**config.mk**
```make
export PLATFORM = sky130hd
export DESIGN_NAME = dcache_hit_sel
export DESIGN_NICKNAME = d
export VERILOG_FILES = /design/src/design/dcache_pkg.sv /design/src/design/dcache_hit_sel.sv
export VERILOG_INCLUDE_DIRS = /design/src /design/src/design
export SDC_FILE = /design/constraint.sdc
export NUM_CORES = 1
export LEC_CHECK = 0
export BUFFER_PORTS_ARGS = -buffer_cell sky130_fd_sc_hd__buf_2
export CAP_MARGIN = 0
export CORE_AREA = 3 3 151 153
export DETAILED_ROUTE_END_ITERATION = 16
export DIE_AREA = 0 0 154 156
export GPL_TIMING_DRIVEN = 0
export REMOVE_ABC_BUFFERS = 1
export SETUP_SLACK_MARGIN = 0.05
export SYNTH_ARGS = -nofsm -noshare
export SYNTH_HDL_FRONTEND = slang
export SYNTH_SLANG_ARGS = --single-unit
```
**constraint.sdc**
```tcl
create_clock -name vclk -period 3.6
set_clock_uncertainty 0.05 [all_clocks]
set_input_delay 0.54 -clock vclk [all_inputs]
set_output_delay 0.54 -clock vclk [all_outputs]
set_load 0.01 [all_outputs]
```
**src/design/dcache_macros.svh**
```systemverilog
`ifndef DCACHE_MACROS_SVH
`define DCACHE_MACROS_SVH

// number of read ports into the cache core
`define DC_NUM_PORTS 3
// associativity
`define DC_WAYS 4
// set index width, 16 sets
`define DC_IDX_W 4
`define DC_TAG_W 8
`define DC_WORD_W 64

// words per line, one data bank per word
`define DC_BANKS 2
// byte offset width within a line
`define DC_OFF_W 4
// wide enough to name every read port
`define DC_PORT_W 2

`endif

```
**src/design/dcache_pkg.sv**
```systemverilog
`default_nettype none

`include "dcache_macros.svh"

package dcache_pkg;

  typedef logic [`DC_PORT_W-1:0] port_idx_t;
  // word offset inside a line, selects the data bank
  typedef logic [$clog2(`DC_BANKS)-1:0] bank_idx_t;

  typedef struct packed {
    logic [`DC_IDX_W-1:0] idx;
    logic [`DC_OFF_W-1:0] off;
  } rd_port_t;

  typedef logic [`DC_BANKS-1:0][`DC_WORD_W-1:0] line_t;

  typedef struct packed {
    logic                 valid;
    logic [`DC_WAYS-1:0]  way_we;
    logic [`DC_TAG_W-1:0] tag;
    logic [`DC_IDX_W-1:0] idx;
    logic                 vld_bit;
    line_t                data;
  } line_wr_t;

  // word of the tag memories
  typedef struct packed {
    logic                 vld;
    logic [`DC_TAG_W-1:0] tag;
  } tag_entry_t;

  // one word per way, word of a data bank
  typedef logic [`DC_WAYS-1:0][`DC_WORD_W-1:0] bank_word_t;

  typedef struct packed {
    logic                 rd;
    port_idx_t            port;
    logic [`DC_IDX_W-1:0] idx;
    bank_idx_t            bank;
  } grant_t;

  typedef struct packed {
    logic [`DC_WAYS-1:0]   hit;
    logic [`DC_WAYS-1:0]   vld;
    logic [`DC_WORD_W-1:0] data;
  } rd_result_t;

endpackage

`default_nettype wire

```
**src/design/dcache_hit_sel.sv**
```systemverilog
`timescale 1ns/1ns
`default_nettype none

`include "dcache_macros.svh"

module dcache_hit_sel import dcache_pkg::*; (
  input  logic                                    clk_i,
  input  logic [`DC_NUM_PORTS-1:0][`DC_TAG_W-1:0] rd_tag_i,
  input  port_idx_t                               port_q_i,
  input  logic                                    cmp_en_i,
  input  tag_entry_t [`DC_WAYS-1:0]               tag_i,
  input  bank_word_t                              bank_i,
  output rd_result_t                              rd_result_o
);

  logic [`DC_TAG_W-1:0] rd_tag;

  // tag of the port granted last cycle
  assign rd_tag = rd_tag_i[port_q_i];

  always_comb begin : p_cmp
    for (int unsigned w = 0; w < `DC_WAYS; w++) begin
      rd_result_o.vld[w] = tag_i[w].vld;
      rd_result_o.hit[w] = cmp_en_i & tag_i[w].vld & (tag_i[w].tag == rd_tag);
    end
  end

  // walk down so the lowest hitting way is the last one taken
  always_comb begin : p_word_sel
    rd_result_o.data = '0;
    for (int w = `DC_WAYS - 1; w >= 0; w--) begin
      if (rd_result_o.hit[w]) begin
        rd_result_o.data = bank_i[w];
      end
    end
  end

  // refills never place one tag in two ways of a set
  hit_onehot: assert property (@(posedge clk_i) $onehot0(rd_result_o.hit))
    else $error("hit vector is not one-hot");

endmodule

`default_nettype wire

```
### Word-level counts from Yosys, hierarchy flattened

Index checks and enable logic that the tools add are counted.

* muxes and demuxes: 6
* eq/ne operators: 4
* order comparisons: 1
* bitwise logic cells: 8

Operators by type and width (number)
* 64-bit two-way mux: 4
* 8-bit equality test: 4
* 8-bit binary-select mux with 2-bit select: 1
* 1-bit AND: 8
* 8-bit two-way mux: 1
* 2-bit by 3-bit less-than comparator with 1-bit output (second input constant): 1

* logic and storage cells: 19
* flip-flop bits (word level): 0
* output and inout bits: 72
* input port bits: 320

### Depth between registers and ports, before layout

* depth in word-level cells: 8
* depth in mapped cells: 12
* gate-level depth less buffers: 8

### Least setup slack after synthesis

No wires, ideal clock.

* path type: input to output
* from: input port port_q_i[1]
* to: output port rd_result_o[31] (netlist name)
* setup slack: 0.533 ns
* data arrival time: 2.477 ns
* cell stages on the path: 12
* cell sequence: buf_6 buf_8 nand3b_1 o21ai_1 xnor2_1 nand3_1 or3_1 inv_2 buf_4 buf_2 a211oi_1 a21oi_1

RTL lines
* from (decl): RTL line dcache_hit_sel.sv:9 `input port_idx_t port_q_i,`
* to (decl): RTL line dcache_hit_sel.sv:13 `output rd_result_t rd_result_o`

==> metrics.txt <==
run status finished, final reports clean; leakage power figure 0.00280 uW; first-pass GRT wire length 31600 um; overall die area 24000 sq um; global-route total usage across every layer 16.5%; placed insts 1095; worst slack at placement -1.72 ns; post-route antenna net violation count 0; initial cell density of the core 15.2%; Max Clock Freq 0.290 GHz; Max IR drop VDD 53.1 uV; number of maximum-capacitance violations 0; share of the cycle needed by the critical path after routing 95.9%; placeable core region 21700 sq um; proportion of synthesized chip area in sequential cells 0%; total via count in the routed design 5694; routed length per instance 20.2 um; xor-xnor portion of the synthesized cell area 7.72%; combinational family with the most area after synthesis compound AO/OA/AOI/OAI gates; category of the worst setup path capture point output port; post-synthesis cell type count 40; initial detailed-routing violation count 552; hold crit path type input port to output port; synthesized-area fraction occupied by and/or/nand/nor cells 35.6%; Detailed Routing Iterations Pass 1 4; estimated wirelength of the detail-placed design 14900 um; fraction of layout instances using a drive strength above 1 59.3%; Yosys warnings 0; power per cell area 68.1 nW/um^2; final count of pins violating max slew 0; PortBufs 391; area share of fa/ha/maj cells after synthesis 0%; final critical path time including I/O delays and setup 3.45 ns; Hold Vio Cnt, Final 0; number of clock buffers in the layout 0; mean instance size in the synthesized netlist 6.85 sq um; vertical die dimension 156 um; total length of routed wires 22800 um; fillcell total 2397; Worst Path Required 3.01 ns; antenna violations before repair 1; via count of the first global-routing pass 5522; largest net degree at the start of global routing 38; headroom to the max-slew limit 69.9%; Overflow after GRT 0; startpoint class of the critical path input port; total number of nets in the final design 1169; RSZ-0062 raised after global routing true; largest fanout on the critical path 20; final standard cell count with taps included and fillers excluded 1128; final sequential cell count 0; multiplexer fraction of the synthesized cell area 4.76%; gate count of the mapped netlist 480; final setup violation count 0; Crit path arrival time 2.86 ns; Synth Cell Area 3290 sq um; Worst Max-Slew Pin Slew 0.448 ns; IO Count 392; last weighted congestion value of the routability-driven placer 0.793; total area of sequential cells 0 sq um; setup ws final 0.149 ns; area added between synthesis and finish 83.8%; leading cell types in the layout, fill and taps excluded 389 x sky130_fd_sc_hd__buf_2, 66 x sky130_fd_sc_hd__nand3_1, 66 x sky130_fd_sc_hd__a211oi_1; most common library cell in the layout ignoring fill and taps sky130_fd_sc_hd__buf_2; drt drc 0; WS Path Type input port to output port; vias per inst 5.05; Die X 154 um; number of placement rows 54; share of the synthesized area in compound gates (AO/OA/AOI/OAI) 40.3%
## what timing repair did
action	in CTS	in global routing
cloned	8	2
setup buffers	15	8
endpoints found under the setup margin	66	64
endpoints found under the hold margin	0	0
pin swaps	9	3
resized for setup	33	20
hold buffers	0	0
## power breakdown
group          internal (uW)  switching (uW)  total [uW]
Clock              0.0000372               0   0.0000372
Sequential                 0               0           0
Combinational            221             191         412
## path summary, 6_finish.rpt
kind                    start         endpoint  slack [ns]  cells after the start
setup / recovery  port_q_i[1]  rd_result_o[35]        0.15                     12
hold / removal      tag_i[17]  rd_result_o[65]        1.24                      2
## per-layer routing
metal / global-route usage (%) / share of wire (%)
met1: 21.1 / 41
met2: 29.4 / 49
met3: 1.69 / 6.9
met4: 4.71 / 2.5
met5: 0 / 0
## worst max-delay path, cell delays in order
cell and delay, ns:
sky130_fd_sc_hd__buf_8 0.15, sky130_fd_sc_hd__mux2i_4 0.21, sky130_fd_sc_hd__buf_4 0.15, sky130_fd_sc_hd__mux2i_4 0.23, sky130_fd_sc_hd__xnor2_1 0.16, sky130_fd_sc_hd__nand4_1 0.13, sky130_fd_sc_hd__or3_4 0.50, sky130_fd_sc_hd__buf_4 0.21
sky130_fd_sc_hd__buf_4 0.20, sky130_fd_sc_hd__nand3_1 0.13, sky130_fd_sc_hd__a211oi_2 0.08, sky130_fd_sc_hd__buf_2 0.15
## cell families (layout without fill, tap and decap cells)
logic type / after synthesis / after routing
xor+xnor: 29 / 29
other cells: 0 / 1
compound gates: 168 / 168
mux: 12 / 12
simple gates: 203 / 208
buf+inv: 68 / 430
## cells in the mapped netlist, types with 2 or more instances
cell,count,area (sq um)
sky130_fd_sc_hd__xor2_1,9,78.8
sky130_fd_sc_hd__a21oi_1,32,160
sky130_fd_sc_hd__inv_2,2,7.51
sky130_fd_sc_hd__and3_1,4,25.0
sky130_fd_sc_hd__o21ai_2,4,35.0
sky130_fd_sc_hd__buf_2,23,115
sky130_fd_sc_hd__a211oi_1,68,510
sky130_fd_sc_hd__nand2b_1,7,43.8
sky130_fd_sc_hd__nor4_4,2,42.5
sky130_fd_sc_hd__mux2i_2,3,41.3
sky130_fd_sc_hd__nor2b_1,2,12.5
sky130_fd_sc_hd__mux2i_4,2,45.0
sky130_fd_sc_hd__a211oi_2,28,350
sky130_fd_sc_hd__mux2i_1,7,70.1
sky130_fd_sc_hd__nand3b_1,37,278
sky130_fd_sc_hd__xnor2_1,20,175
sky130_fd_sc_hd__nand4_1,2,12.5
sky130_fd_sc_hd__nand3_1,68,340
sky130_fd_sc_hd__buf_6,3,33.8
sky130_fd_sc_hd__clkbuf_1,20,75.1
sky130_fd_sc_hd__nand4b_1,3,26.3
sky130_fd_sc_hd__nor3_1,34,170
sky130_fd_sc_hd__buf_1,2,7.51
sky130_fd_sc_hd__nor3_2,2,20.0
sky130_fd_sc_hd__nor2_1,32,120
sky130_fd_sc_hd__nand2_1,2,7.51
sky130_fd_sc_hd__o31ai_1,32,240
sky130_fd_sc_hd__buf_4,17,128
sky130_fd_sc_hd__o221ai_1,2,17.5
## stage by stage
step                      cell area, sq um  utilization, %  setup TNS [ns]  hold slack (ns)  total power, uW
after floorplan                       2910               -          -89.49             1.03              117
after global placement                5220            24.1         -289.42             1.25              333
after detailed placement              5450            25.1          -96.48             1.25              348
after CTS                             5840            26.9               0             1.25              397
after global routing                  6040            27.9               0             1.25              444
final                                 6040            27.9               0             1.24              412
## area by class of cell
type	instances	area [sq um]	area share, %
inverters	2	50.0	0.828
repair buffers	425	2430	40.2
diodes	1	2.50	0.0414
repair inverters	3	28.8	0.476
well taps	280	350	5.80
multi-input cells	417	3180	52.6
Power figures use the tool's default switching activity.
