===== config.mk =====
export PLATFORM = sky130hd
export DESIGN_NAME = dcache_port_arb
export DESIGN_NICKNAME = d
export VERILOG_FILES = /design/src/design/dcache_pkg.sv /design/src/design/dcache_port_arb.sv
export VERILOG_INCLUDE_DIRS = /design/src /design/src/design
export SDC_FILE = /design/constraint.sdc
export NUM_CORES = 1
export LEC_CHECK = 0
export BUFFER_PORTS_ARGS = -buffer_cell sky130_fd_sc_hd__buf_4
export CAP_MARGIN = 5
export CORE_AREA = 3 3 71 73
export DETAILED_ROUTE_END_ITERATION = 10
export DIE_AREA = 0 0 74 76
export PLACE_DENSITY = 0.62
export SLEW_MARGIN = 20
export SYNTH_ARGS = -nofsm -noshare
export SYNTH_HDL_FRONTEND = slang
export SYNTH_SLANG_ARGS = --single-unit

===== constraint.sdc =====
create_clock -name clk_i -period 5.55 [get_ports clk_i]
set_input_delay 0.555 -clock clk_i [delete_from_list [all_inputs] [get_ports clk_i]]
set_output_delay 0.555 -clock clk_i [all_outputs]
set_load 0.02 [all_outputs]

===== src/design/dcache_macros.svh =====
`ifndef DCACHE_MACROS_SVH
`define DCACHE_MACROS_SVH

// number of read ports into the cache core
`define DC_NUM_PORTS 3
// associativity
`define DC_WAYS 4
// set index width, 16 sets
`define DC_IDX_W 4
`define DC_TAG_W 8
`define DC_WORD_W 64

// words per line, one data bank per word
`define DC_BANKS 2
// byte offset width within a line
`define DC_OFF_W 4
// wide enough to name every read port
`define DC_PORT_W 2

`endif


===== src/design/dcache_pkg.sv =====
`default_nettype none

`include "dcache_macros.svh"

package dcache_pkg;

  typedef logic [`DC_PORT_W-1:0] port_idx_t;
  // word offset inside a line, selects the data bank
  typedef logic [$clog2(`DC_BANKS)-1:0] bank_idx_t;

  typedef struct packed {
    logic [`DC_IDX_W-1:0] idx;
    logic [`DC_OFF_W-1:0] off;
  } rd_port_t;

  typedef logic [`DC_BANKS-1:0][`DC_WORD_W-1:0] line_t;

  typedef struct packed {
    logic                 valid;
    logic [`DC_WAYS-1:0]  way_we;
    logic [`DC_TAG_W-1:0] tag;
    logic [`DC_IDX_W-1:0] idx;
    logic                 vld_bit;
    line_t                data;
  } line_wr_t;

  // word of the tag memories
  typedef struct packed {
    logic                 vld;
    logic [`DC_TAG_W-1:0] tag;
  } tag_entry_t;

  // one word per way, word of a data bank
  typedef logic [`DC_WAYS-1:0][`DC_WORD_W-1:0] bank_word_t;

  typedef struct packed {
    logic                 rd;
    port_idx_t            port;
    logic [`DC_IDX_W-1:0] idx;
    bank_idx_t            bank;
  } grant_t;

  typedef struct packed {
    logic [`DC_WAYS-1:0]   hit;
    logic [`DC_WAYS-1:0]   vld;
    logic [`DC_WORD_W-1:0] data;
  } rd_result_t;

endpackage

`default_nettype wire


===== src/design/dcache_port_arb.sv =====
`timescale 1ns/1ns
`default_nettype none

`include "dcache_macros.svh"

module dcache_port_arb import dcache_pkg::*; (
  input  logic                         clk_i,
  input  logic                         rst_ni,
  input  rd_port_t [`DC_NUM_PORTS-1:0] rd_port_i,
  input  logic [`DC_NUM_PORTS-1:0]     rd_req_i,
  input  logic [`DC_NUM_PORTS-1:0]     rd_prio_i,
  input  line_wr_t                     line_wr_i,
  output logic [`DC_NUM_PORTS-1:0]     rd_ack_o,
  output grant_t                       grant_o
);

  logic [`DC_NUM_PORTS-1:0] req_prio;
  logic [`DC_NUM_PORTS-1:0] req_masked;
  logic                     found;
  port_idx_t                sel;
  port_idx_t                rr_d;
  port_idx_t                rr_q;

  //////////////////////////////////////////////////////////////////////
  // priority masking and round robin
  //////////////////////////////////////////////////////////////////////

  // any high prio request hides all low prio ones
  assign req_prio   = rd_req_i & rd_prio_i;
  assign req_masked = (|req_prio) ? req_prio : rd_req_i;

  // first request at or after the pointer, wrapping around
  always_comb begin : p_search
    int unsigned p;
    found = 1'b0;
    sel   = '0;
    for (int unsigned i = 0; i < `DC_NUM_PORTS; i++) begin
      p = (int'(rr_q) + i) % `DC_NUM_PORTS;
      if (!found && req_masked[p]) begin
        found = 1'b1;
        sel   = port_idx_t'(p);
      end
    end
  end

  // a refill stalls every read in its cycle
  always_comb begin : p_grant
    rd_ack_o      = '0;
    grant_o.rd    = found & ~line_wr_i.valid;
    grant_o.port  = sel;
    grant_o.idx   = rd_port_i[sel].idx;
    grant_o.bank  = rd_port_i[sel].off[`DC_OFF_W-1 -: $bits(bank_idx_t)];
    if (grant_o.rd) begin
      rd_ack_o[sel] = 1'b1;
    end
  end

  assign rr_d = (sel == port_idx_t'(`DC_NUM_PORTS - 1)) ? '0 : sel + port_idx_t'(1);

  // pointer only moves on a real grant
  always_ff @(posedge clk_i or negedge rst_ni) begin : p_rr
    if (!rst_ni) begin
      rr_q <= '0;
    end else if (grant_o.rd) begin
      rr_q <= rr_d;
    end
  end

  // an unacknowledged request stays up in the next cycle
  req_held: assert property (
    @(posedge clk_i) disable iff (!rst_ni) ($past(rd_req_i & ~rd_ack_o) & ~rd_req_i) == '0)
    else $error("read request dropped before its acknowledge");

endmodule

`default_nettype wire


# ---- After elaboration in Yosys (flattened, before gate mapping)
# Cells that the tools add are included.
dict set report totals {
  reg_bits 2
  inputBits 178
}
dict set report op_classes {
  n_addsub 3
  eq_ne 1
  n_bitwise 3
  reduce_logical 6
  n_lt_le_gt_ge 5
  div 3
  muxes 19
}
# operator count
set ops {}
lappend ops {{32-bit by 3-bit < comparator with 1-bit output, second input constant} 3}
lappend ops {{32-bit by 2-bit modulo with 32-bit output, second input constant} 2}
lappend ops {{2-bit by 2-bit modulo with 32-bit output, second input constant} 1}
lappend ops {{8-bit binary-select mux with 2-bit select} 1}
lappend ops {{2-bit two-way mux} 4}
lappend ops {{8-bit two-way mux} 1}
lappend ops {{1-bit two-way mux} 7}
lappend ops {{1-bit binary-select mux with 2-bit select} 3}
lappend ops {{3-bit two-way mux} 2}
lappend ops {{2-bit by 1-bit adder with 3-bit output, second input constant} 1}
lappend ops {{2-bit by 2-bit adder with 3-bit output, second input constant} 1}
lappend ops {{3-bit AND} 1}
lappend ops {{1-bit logical AND} 3}
lappend ops {{2-bit by 3-bit < comparator with 1-bit output, second input constant} 1}
lappend ops {{3-bit OR reduction} 1}
lappend ops {{2-bit by 1-bit adder with 2-bit output, second input constant} 1}
lappend ops {{1-bit demux with 2-bit select} 1}
lappend ops {{2-bit equality test, second input constant} 1}
lappend ops {{2-bit by 1-bit greater-or-equal comparator with 1-bit output, second input constant} 1}
lappend ops {{1-bit zero test} 2}
lappend ops {{1-bit AND} 1}
lappend ops {{1-bit inverter} 1}

# ---- Longest topological paths before layout
# Gate-level depths: netlist of run 1.
dict set report logic_depth {
  ltp_word 17
  mapped_depth 8
}

# ---- Worst setup path after synthesis of run 1
# OpenSTA, ideal clock, no wires.
dict set report synth_path {
  path_type {flip-flop to output port}
  start {reg rr_q[0]}
  end {out grant_o[0] in the netlist's numbering}
  t_arrival_ns 2.002
  path_buffers 0
  slack_ns 2.993
  stages_incl_launch_ff 7
  cell_sequence {dfrtp_1 > inv_1 > ha_1 > and3_1 > a211o_2 > nor3_2 > a221o_1}
}
# element line_no
set synth_rtl {}
lappend synth_rtl {{start: declaration} dcache_port_arb.sv:22} ;# port_idx_t rr_q;
lappend synth_rtl {{start signal: assignment} dcache_port_arb.sv:65} ;# rr_q <= rr_d;
lappend synth_rtl {{end: declaration} dcache_port_arb.sv:14} ;# output grant_t grant_o

==> results.toml, run 1 <==
[clocking]
clock_path_buffers = 2
numCtsBuffers = 3
cts_resized = 0
cts_root_buf = "clkbuf_8"
ctsHtreeMaxLevel = 1
cts.clk_slew.worst_paths_ns = 0.03
clk_latency_ns = 0.21
post_cts_buffers = 0
tritoncts = "built"
cts_hold_buffers = 0
clock-sinks = 2

[logic_synthesis]
syn_area_per_cell_um2 = 8.84
synth-xor-area-share = 0
synth_edf_count = 0
syn_area_um2 = 415
synthSimpleGateAreaFrac = 0.283
synth_nets = 227
synth_compound_area_frac = 0.428
yosys_most_used_dff = "dfrtp_1"
synth.area.mux_share = 0.0542
synth_seq_cells = 2
yosysSeqAreaShare = 0.120
ys_types = 25
yosys_warnings = 0
async_flop_share = 1.00
synthAdderAreaFrac = 0.0873
synth_top_family_by_area = "compound AO/OA/AOI/OAI gates"
synthCells = 47

[cells_and_area]
regMostFlops = "rr_q"
reg_top3 = "rr_q: 2 flops"
largest_reg_flops = 2
fin_area_um2 = 777
multi_input_area_um2 = 354
nets = 266
final_cell_mix = "buf_4, and2_1, a221o_1"
final_common_cell = "buf_4"
drive_above_1_share = 0.583
fill_cells = 489
n_antenna_cell = 0
areaGrowthSynthToFinish_pct = 87.0
regArea_um2 = 50.0

[critical_path]
start_kind = "flop"
rrSetupSlack_ns = 3.46
path_depth = 9
crit_buf_inv = 3
cp.arrival_ns = 2.35
end_kind = "output pin"
reg2reg_depth = 6
critPathKind = "reg2out"
critPathMaxStageDelay_ns = 0.43
reg2reg_to = "rr_q[0]"
worstReg2RegStart = "rr_q[0]"
crit_family = "simple AND/OR/NAND/NOR gates"
cp.required_ns = 4.99
cp_max_fo = 7
path_cells = "inv_1 > ha_1 > nor3_1 > nor2_1 > nand4_1 > inv_1 > and2_1 > a221o_1 > buf_4"
slowest_stage = "nor3_1"
crit_top_cell = "inv_1"

[sta]
setup_viol = 0
timing.final.max_slew_violations = 0
relSlewSlack = 0.621
hold_violations = 0
max_freq_mhz = 344
final.period_utilization = 0.524
tns_ns = 0
finClkSkew_ns = 0.00477
period_needed_ns = 2.91
tightest_slew_ns = 0.566
rsz0062_at_grt = "no"
holdWs_ns = 0.116

[grt]
track_usage = 0.0605
grt_max_degree = 9
antenna_found_initial = 0
grt_pass1_wl_mm = 2.62
grt_pass1_vias = 507
grt_overflow_total = 0

[power_and_ir_drop]
power.leakage_nw = 0.357
p_per_area_mw_per_mm2 = 457
power_mw = 0.355
peakVddDrop_v = 0.000234

[min_path]
hold_class = "in2async"

[die]
dieWidth_um = 74
die_y_um = 76
dieArea_mm2 = 0.00562
io-pin-count = 189
initial_core_util = 0.0941
rows = 24
core_area_mm2 = 0.00441

[placed_design]
port_buffers = 34
globalplace.congestion = 0.628
dp_hpwl_mm = 1.34
place_area_um2 = 736

[routing]
first_pass_iters = 3
drt_wl_total_mm = 1.65
routedWlPerCell_um = 12.1
drt_iter0_markers = 7
num_vias = 533
drtAntennaViolNets = 0
drc = 0
routed_via_density = 3.92

[status]
outcome = "completed"

[run]
drv_cap = 0
-- routing by layer --
metal / GRT usage / vias to the layer above / part of all wire
met4: 0.0272 / 0 / 0.013
met2: 0.0957 / 21 / 0.49
met1: 0.0768 / 245 / 0.43
li1: - / 265 / -
met5: 0 / - / 0
met3: 0.0132 / 2 / 0.064
-- power by group --
group	internal [mW]	switching [mW]	total [mW]
logic	0.122	0.148	0.270
clock network	0.0460	0.0127	0.0586
registers	0.0219	0.00519	0.0271
-- synthesized netlist by cell type, types with 2 or more instances --
cell type | number | area (µm²)
ha_1 | 2 | 25.0
a221o_1 | 5 | 50.1
o21a_1 | 2 | 15.0
and2_2 | 3 | 22.5
and2_1 | 5 | 31.3
inv_1 | 3 | 11.3
mux2_2 | 2 | 22.5
o21ai_0 | 3 | 15.0
dfrtp_1 | 2 | 50.1
nand3b_1 | 2 | 15.0
a22oi_1 | 3 | 22.5
nor2_1 | 2 | 7.51
-- final cells by class --
cell class	instances	share of cell area
well taps	52	0.0837
clock buffers	3	0.0531
multi-input cells	42	0.456
inverters	3	0.0145
flip-flops and latches	2	0.0644
repair buffers	34	0.329
-- stage by stage --
step           setup slack [ns]  std cells   util
2_1_floorplan              2.99         47      -
3_3_place_gp               2.77        133  0.167
3_5_place_dp               2.74        133  0.167
4_1_cts                    2.61        136  0.176
5_1_grt                    2.46        136  0.176
6_report                   2.64        136  0.176
-- worst max-delay path by stage --
stage                      from    endpoint  slack (ns)
floorplan               rr_q[0]  grant_o[0]        2.99
global route            rr_q[0]  grant_o[4]        2.46
global placement    rd_req_i[2]  grant_o[4]        2.77
detailed placement  rd_req_i[2]  grant_o[4]        2.74
finish                  rr_q[0]  grant_o[4]        2.64
CTS                     rr_q[0]  grant_o[4]        2.61
-- cells by family (layout without fill, tap and decap cells) --
kind of cell | Yosys count | count (layout)
flops | 2 | 2
fa+ha+maj | 3 | 3
mux | 2 | 2
buf+inv | 3 | 40
simple gates | 18 | 18
compound gates | 19 | 19
Note: power is estimated with default switching activity, not from simulation.
==> run 2: changes to the inputs <==
Settings changed: ABC_AREA set to 1, CORE_AREA 3 3 71 73 to 3 3 73 75, DIE_AREA 0 0 74 76 to 0 0 76 78, PLACE_DENSITY 0.62 to 0.66.
Clock period 5.55 ns to 2.4 ns, I/O delays scaled along.
==> results.toml, run 2 <==
[placed_design]
globalplace.congestion = 0.793
place_area_um2 = 977
dp_worst_setup_slack_ns = 0.288
dp_hpwl_mm = 1.50
placed_cells = 208
port_buffers = 34

[logic_synthesis]
ys_top_cells_by_count = "nand2_1, inv_1, nand3_1"
ys_types = 19
async_flop_share = 1.00
synth_most_common_cell = "nand2_1"
syn_area_um2 = 631
synth_top_area_frac = 0.179
synth_edf_count = 0
yosysSeqAreaShare = 0.0794
yosys_most_used_dff = "dfrtp_1"
yosysTopAreaCell = "nand2_1"
synth_nets = 286
syn_area_per_cell_um2 = 5.95
synthCells = 106
synth_seq_cells = 2
yosys-top-cells-area = "nand2_1, nand3_1, nand2_2"
yosys_warnings = 0

[cells_and_area]
regMostFlops = "rr_q"
fin_area_mm2 = 0.00110
drive_above_1_share = 0.534
n_antenna_cell = 0
largest_reg_flops = 2
fill_cells = 547
nets = 330
final_cell_mix = "buf_4, nand2_1, inv_1, nand3_1, nand2_2"
reg_top3 = "rr_q: 2 flops"
final_cells = 215
final_common_cell = "buf_4"
areaGrowthSynthToFinish_pct = 73.8

[clocking]
numCtsBuffers = 3
tritoncts = "built"
clock_path_buffers = 2
cts.clk_slew.worst_paths_ns = 0.03
clk_latency_ns = 0.21
ctsHtreeMaxLevel = 1
cts_root_buf = "clkbuf_8"
clock-sinks = 2

[die]
die_y_um = 78
dieArea_mm2 = 0.00593
initial_core_util = 0.134
core_area_mm2 = 0.00472
io-pin-count = 189
rows = 25
dieWidth_um = 76

[critical_path]
reg2reg_to = "rr_q[1]"
crit_top_cell = "nand2_1"
crit_buf_inv = 4
worstSetupStartpoint = "rr_q[1]"
reg2reg_depth = 12
slowest_stage = "dfrtp_1"
critPathCapture = "grant_o[4]"
path_depth = 15
crit_family = "simple AND/OR/NAND/NOR gates"
critPathKind = "reg2out"
critPathMaxStageDelay_ns = 0.40
start_kind = "flop"
cp.arrival_ns = 1.99
end_kind = "output pin"
cp.required_ns = 2.16
path_cells = "inv_1 > ha_2 > inv_1 > nand3_1 > nand3_1 > nand2_4 > nand2_1 > nand2_1 > nand2_2 > nand2_4 > nand2_1 > nand2_1 > inv_1 > nand2_1 > buf_4"
cp_max_fo = 7
rrSetupSlack_ns = 0.63
worstReg2RegStart = "rr_q[1]"

[grt]
grt_pass1_vias = 658
track_usage = 0.0544
grt_overflow_total = 0
antenna_found_initial = 0
grt_pass1_wl_mm = 2.77
grt_max_degree = 8

[power_and_ir_drop]
pwr-share-clk = 0.063
power_mw = 2.04
power.leakage_nw = 0.587
internal_power_mw = 0.906
p_sw_mw = 1.13
sw_frac_of_total = 0.555
p_per_area_mw_per_mm2 = 1860
p_comb_frac = 0.904
peakVddDrop_v = 0.00113
p_seq_frac = 0.033

[min_path]
hold_class = "in2async"

[sta]
fin_ws_ns = 0.169
finClkSkew_ns = 0.000619
timing.final.max_slew_violations = 0
hold_violations = 0
final.period_utilization = 0.929
setup_viol = 0
rsz0062_at_grt = "yes"
period_needed_ns = 2.23
tns_ns = 0
tightest_slew_ns = 0.228
max_freq_mhz = 448
relSlewSlack = 0.848

[routing]
wl_met1_um = 774
met2_length_mm = 1.05
num_vias = 802
first_pass_iters = 4
drt_iter0_markers = 6
wl_met3_um = 60
drc = 0
highest_layer = "met3"
drtAntennaViolNets = 0
routed_via_density = 3.73
routedWlPerCell_um = 8.74
drt_wl_total_mm = 1.88

[status]
outcome = "completed"

[run]
drv_cap = 0
[run 2: kinds of logic (layout without fill, tap and decap cells)]
family	Yosys count	after routing	synth area share
simple gates	77	77	0.694
buf+inv	21	63	0.131
compound gates	4	4	0.0555
fa+ha+maj	2	2	0.0397
flops	2	2	0.0794
[run 2: layout make-up]
class / instances / area (µm²) / share of cell area
inverter: 20 / 77.6 / 0.0708
tap: 67 / 83.8 / 0.0765
clock buffer: 3 / 41.3 / 0.0377
sequential: 2 / 50.0 / 0.0457
multi-input combinational: 83 / 537 / 0.490
timing repair buffer: 40 / 307 / 0.280
[run 2: per-layer routing]
layer  vias up  GRT usage
met1       363     0.0609
met4         0     0.0163
li1        423          -
met5         -          0
met3         0    0.00580
met2        16      0.107
[run 2: power groups by stage]
stage	clock, mW	combinational, mW	sequential, mW
after global routing	0.138	2.01	0.0716
after global placement	0	1.61	0.0625
after CTS	0.134	1.63	0.0627
final	0.129	1.84	0.0668
after detailed placement	0	1.62	0.0622
after floorplan	0	1.12	0.0604
[run 2: repair_timing]
action	4_1_cts	5_1_grt
hold buffers	1	0
endpoints found under the setup margin	0	7
gates resized for setup	0	10
setup buffers	0	3
endpoints found under the hold margin	2	0
[run 2: worst min path at each step]
stage	start	endpoint	slack, ns	cells after the start
after detailed placement	rst_ni	rr_q[1]	0.02	1
final	rst_ni	rr_q[0]	0.36	2
after global routing	rst_ni	rr_q[0]	0.36	2
after floorplan	rst_ni	rr_q[0]	-0.06	0
after global placement	rst_ni	rr_q[1]	0.02	1
after CTS	rst_ni	rr_q[0]	0.35	2
[run 2: through the flow]
step	hold slack [ns]	util
after floorplan	-0.0556	-
after global placement	0.0248	0.207
after detailed placement	0.0249	0.207
after CTS	0.347	0.218
after global routing	0.360	0.232
final	0.358	0.232
==> run 3: changes to the inputs <==
Settings changed: ABC_AREA 1 to not set, ABC_CLOCK_PERIOD_IN_PS set to 2400, PLACE_DENSITY 0.66 to 0.61, SLEW_MARGIN 20 to not set.
==> results.toml, run 3 (synthesized netlist as in run 1, its figures left out) <==
[sta]
timing.final.max_slew_violations = 0
max_freq_mhz = 423
tightest_slew_ns = 0.348
finClkSkew_ns = 0.000486
rsz0062_at_grt = "yes"
final.period_utilization = 0.985
setup_viol = 0
period_needed_ns = 2.36
holdWs_ns = 0.348
hold_violations = 0
relSlewSlack = 0.765

[critical_path]
cp_max_fo = 7
cp.required_ns = 2.16
start_kind = "flop"
crit_buf_inv = 2
slowest_stage = "dfrtp_1"
cp.arrival_ns = 2.12
worstSetupStartpoint = "rr_q[0]"
end_kind = "output pin"
crit_family = "compound AO/OA/AOI/OAI gates"
worstReg2RegStart = "rr_q[0]"
path_cells = "buf_4 > ha_4 > and3_4 > a211o_4 > o31a_4 > a221o_1 > buf_6"
critPathMaxStageDelay_ns = 0.38
critPathKind = "reg2out"

[grt]
grt_pass1_wl_mm = 2.48
track_usage = 0.0501
grt_pass1_vias = 544
grt_max_degree = 9
busiest_layer = "met2"
use_met3 = 0.00580
grt_use_met2 = 0.0931
grt_overflow_total = 0
grt.met1_usage = 0.0561
antenna_found_initial = 0

[cells_and_area]
final_cells = 160
drive_above_1_share = 0.677
fin_area_um2 = 946
final_cell_mix = "buf_4, and2_1, a221o_1, buf_6"
regMostFlops = "rr_q"
fill_cells = 515
regArea_um2 = 50.0
nets = 275
n_antenna_cell = 0
reg_top3 = "rr_q: 2 flops"
areaGrowthSynthToFinish_pct = 128
utilization = 0.200
final_common_cell = "buf_4"
multi_input_area_um2 = 415
largest_reg_flops = 2

[run]
drv_cap = 0

[placed_design]
globalplace.congestion = 0.673
placed_cells = 150
port_buffers = 34
dp_hpwl_mm = 1.19
place_area_um2 = 769

[power_and_ir_drop]
p_per_area_mw_per_mm2 = 1130
sw_frac_of_total = 0.423
power_mw = 1.07
peakVddDrop_v = 0.000616
p_seq_frac = 0.064
internal_power_mw = 0.616
power.leakage_nw = 0.414
p_comb_frac = 0.815
pwr-share-clk = 0.121
p_sw_mw = 0.452

[routing]
drc = 0
routedWlPerCell_um = 9.81
first_pass_iters = 2
routed_via_density = 3.50
num_vias = 560
drt_iter0_markers = 12
drt_wl_total_mm = 1.57
drtAntennaViolNets = 0

[clocking]
ctsHtreeMaxLevel = 1
numCtsBuffers = 3
clock_path_buffers = 2
clock-sinks = 2
cts_root_buf = "clkbuf_8"
cts.clk_slew.worst_paths_ns = 0.03
clk_latency_ns = 0.21
tritoncts = "built"

[die]
dieArea_mm2 = 0.00593
dieWidth_um = 76
rows = 25
core_area_mm2 = 0.00472
io-pin-count = 189
initial_core_util = 0.0879
die_y_um = 78

[status]
outcome = "completed"

[min_path]
hold_class = "in2async"
==> run 3: worst paths after layout <==
| kind | end | slack [ns] | cells after the start |
|---|---|---|---|
| min in group clk_i | rr_q[0] | 0.55 | 1 |
| setup / recovery | grant_o[1] | 0.04 | 7 |
| max in group asynchronous | rr_q[1] | 1.97 | 2 |
| hold / removal | rr_q[0] | 0.35 | 2 |
| setup reg to reg | rr_q[1] | 0.23 | 8 |
| hold reg to reg | rr_q[0] | 0.55 | 1 |
==> run 3: per-stage QoR <==
stage                     worst slack, ns  TNS, ns
after floorplan                     0.158        0
after global routing              -0.0346   -0.200
final                              0.0356        0
after detailed placement            0.121        0
after CTS                          0.0144        0
after global placement              0.101        0
==> run 3: power groups by stage <==
stage,Clock [mW],Sequential (mW),Combinational (mW)
finish,0.130,0.0684,0.870
detailed placement,0,0.0637,0.644
global route,0.139,0.0728,0.928
global placement,0,0.0620,0.645
CTS,0.132,0.0673,0.738
floorplan,0,0.0602,0.409
==> run 3: per-layer routing <==
| metal | vias to the layer above | wire length, µm | part of all wire |
|---|---|---|---|
| met5 | - | 0 | 0 |
| met4 | 0 | 14 | 0.0089 |
| met3 | 2 | 23 | 0.015 |
| met2 | 8 | 888 | 0.57 |
| met1 | 267 | 643 | 0.41 |
| li1 | 283 | - | - |
==> run 3: cell type report <==
class,instances,share of cell area
Clock buffer,3,0.0437
Inverter,3,0.0119
Tap cell,67,0.0886
Timing Repair Buffer,43,0.364
Sequential cell,2,0.0529
Multi-Input combinational cell,42,0.439
==> run 3: timing repair <==
item,CTS,global route
pin swaps,0,2
endpoints found under the hold margin,2,0
resized for setup,8,8
setup endpoints to repair,5,8
hold buffers,1,0
gates cloned,0,0
setup buffers,0,6
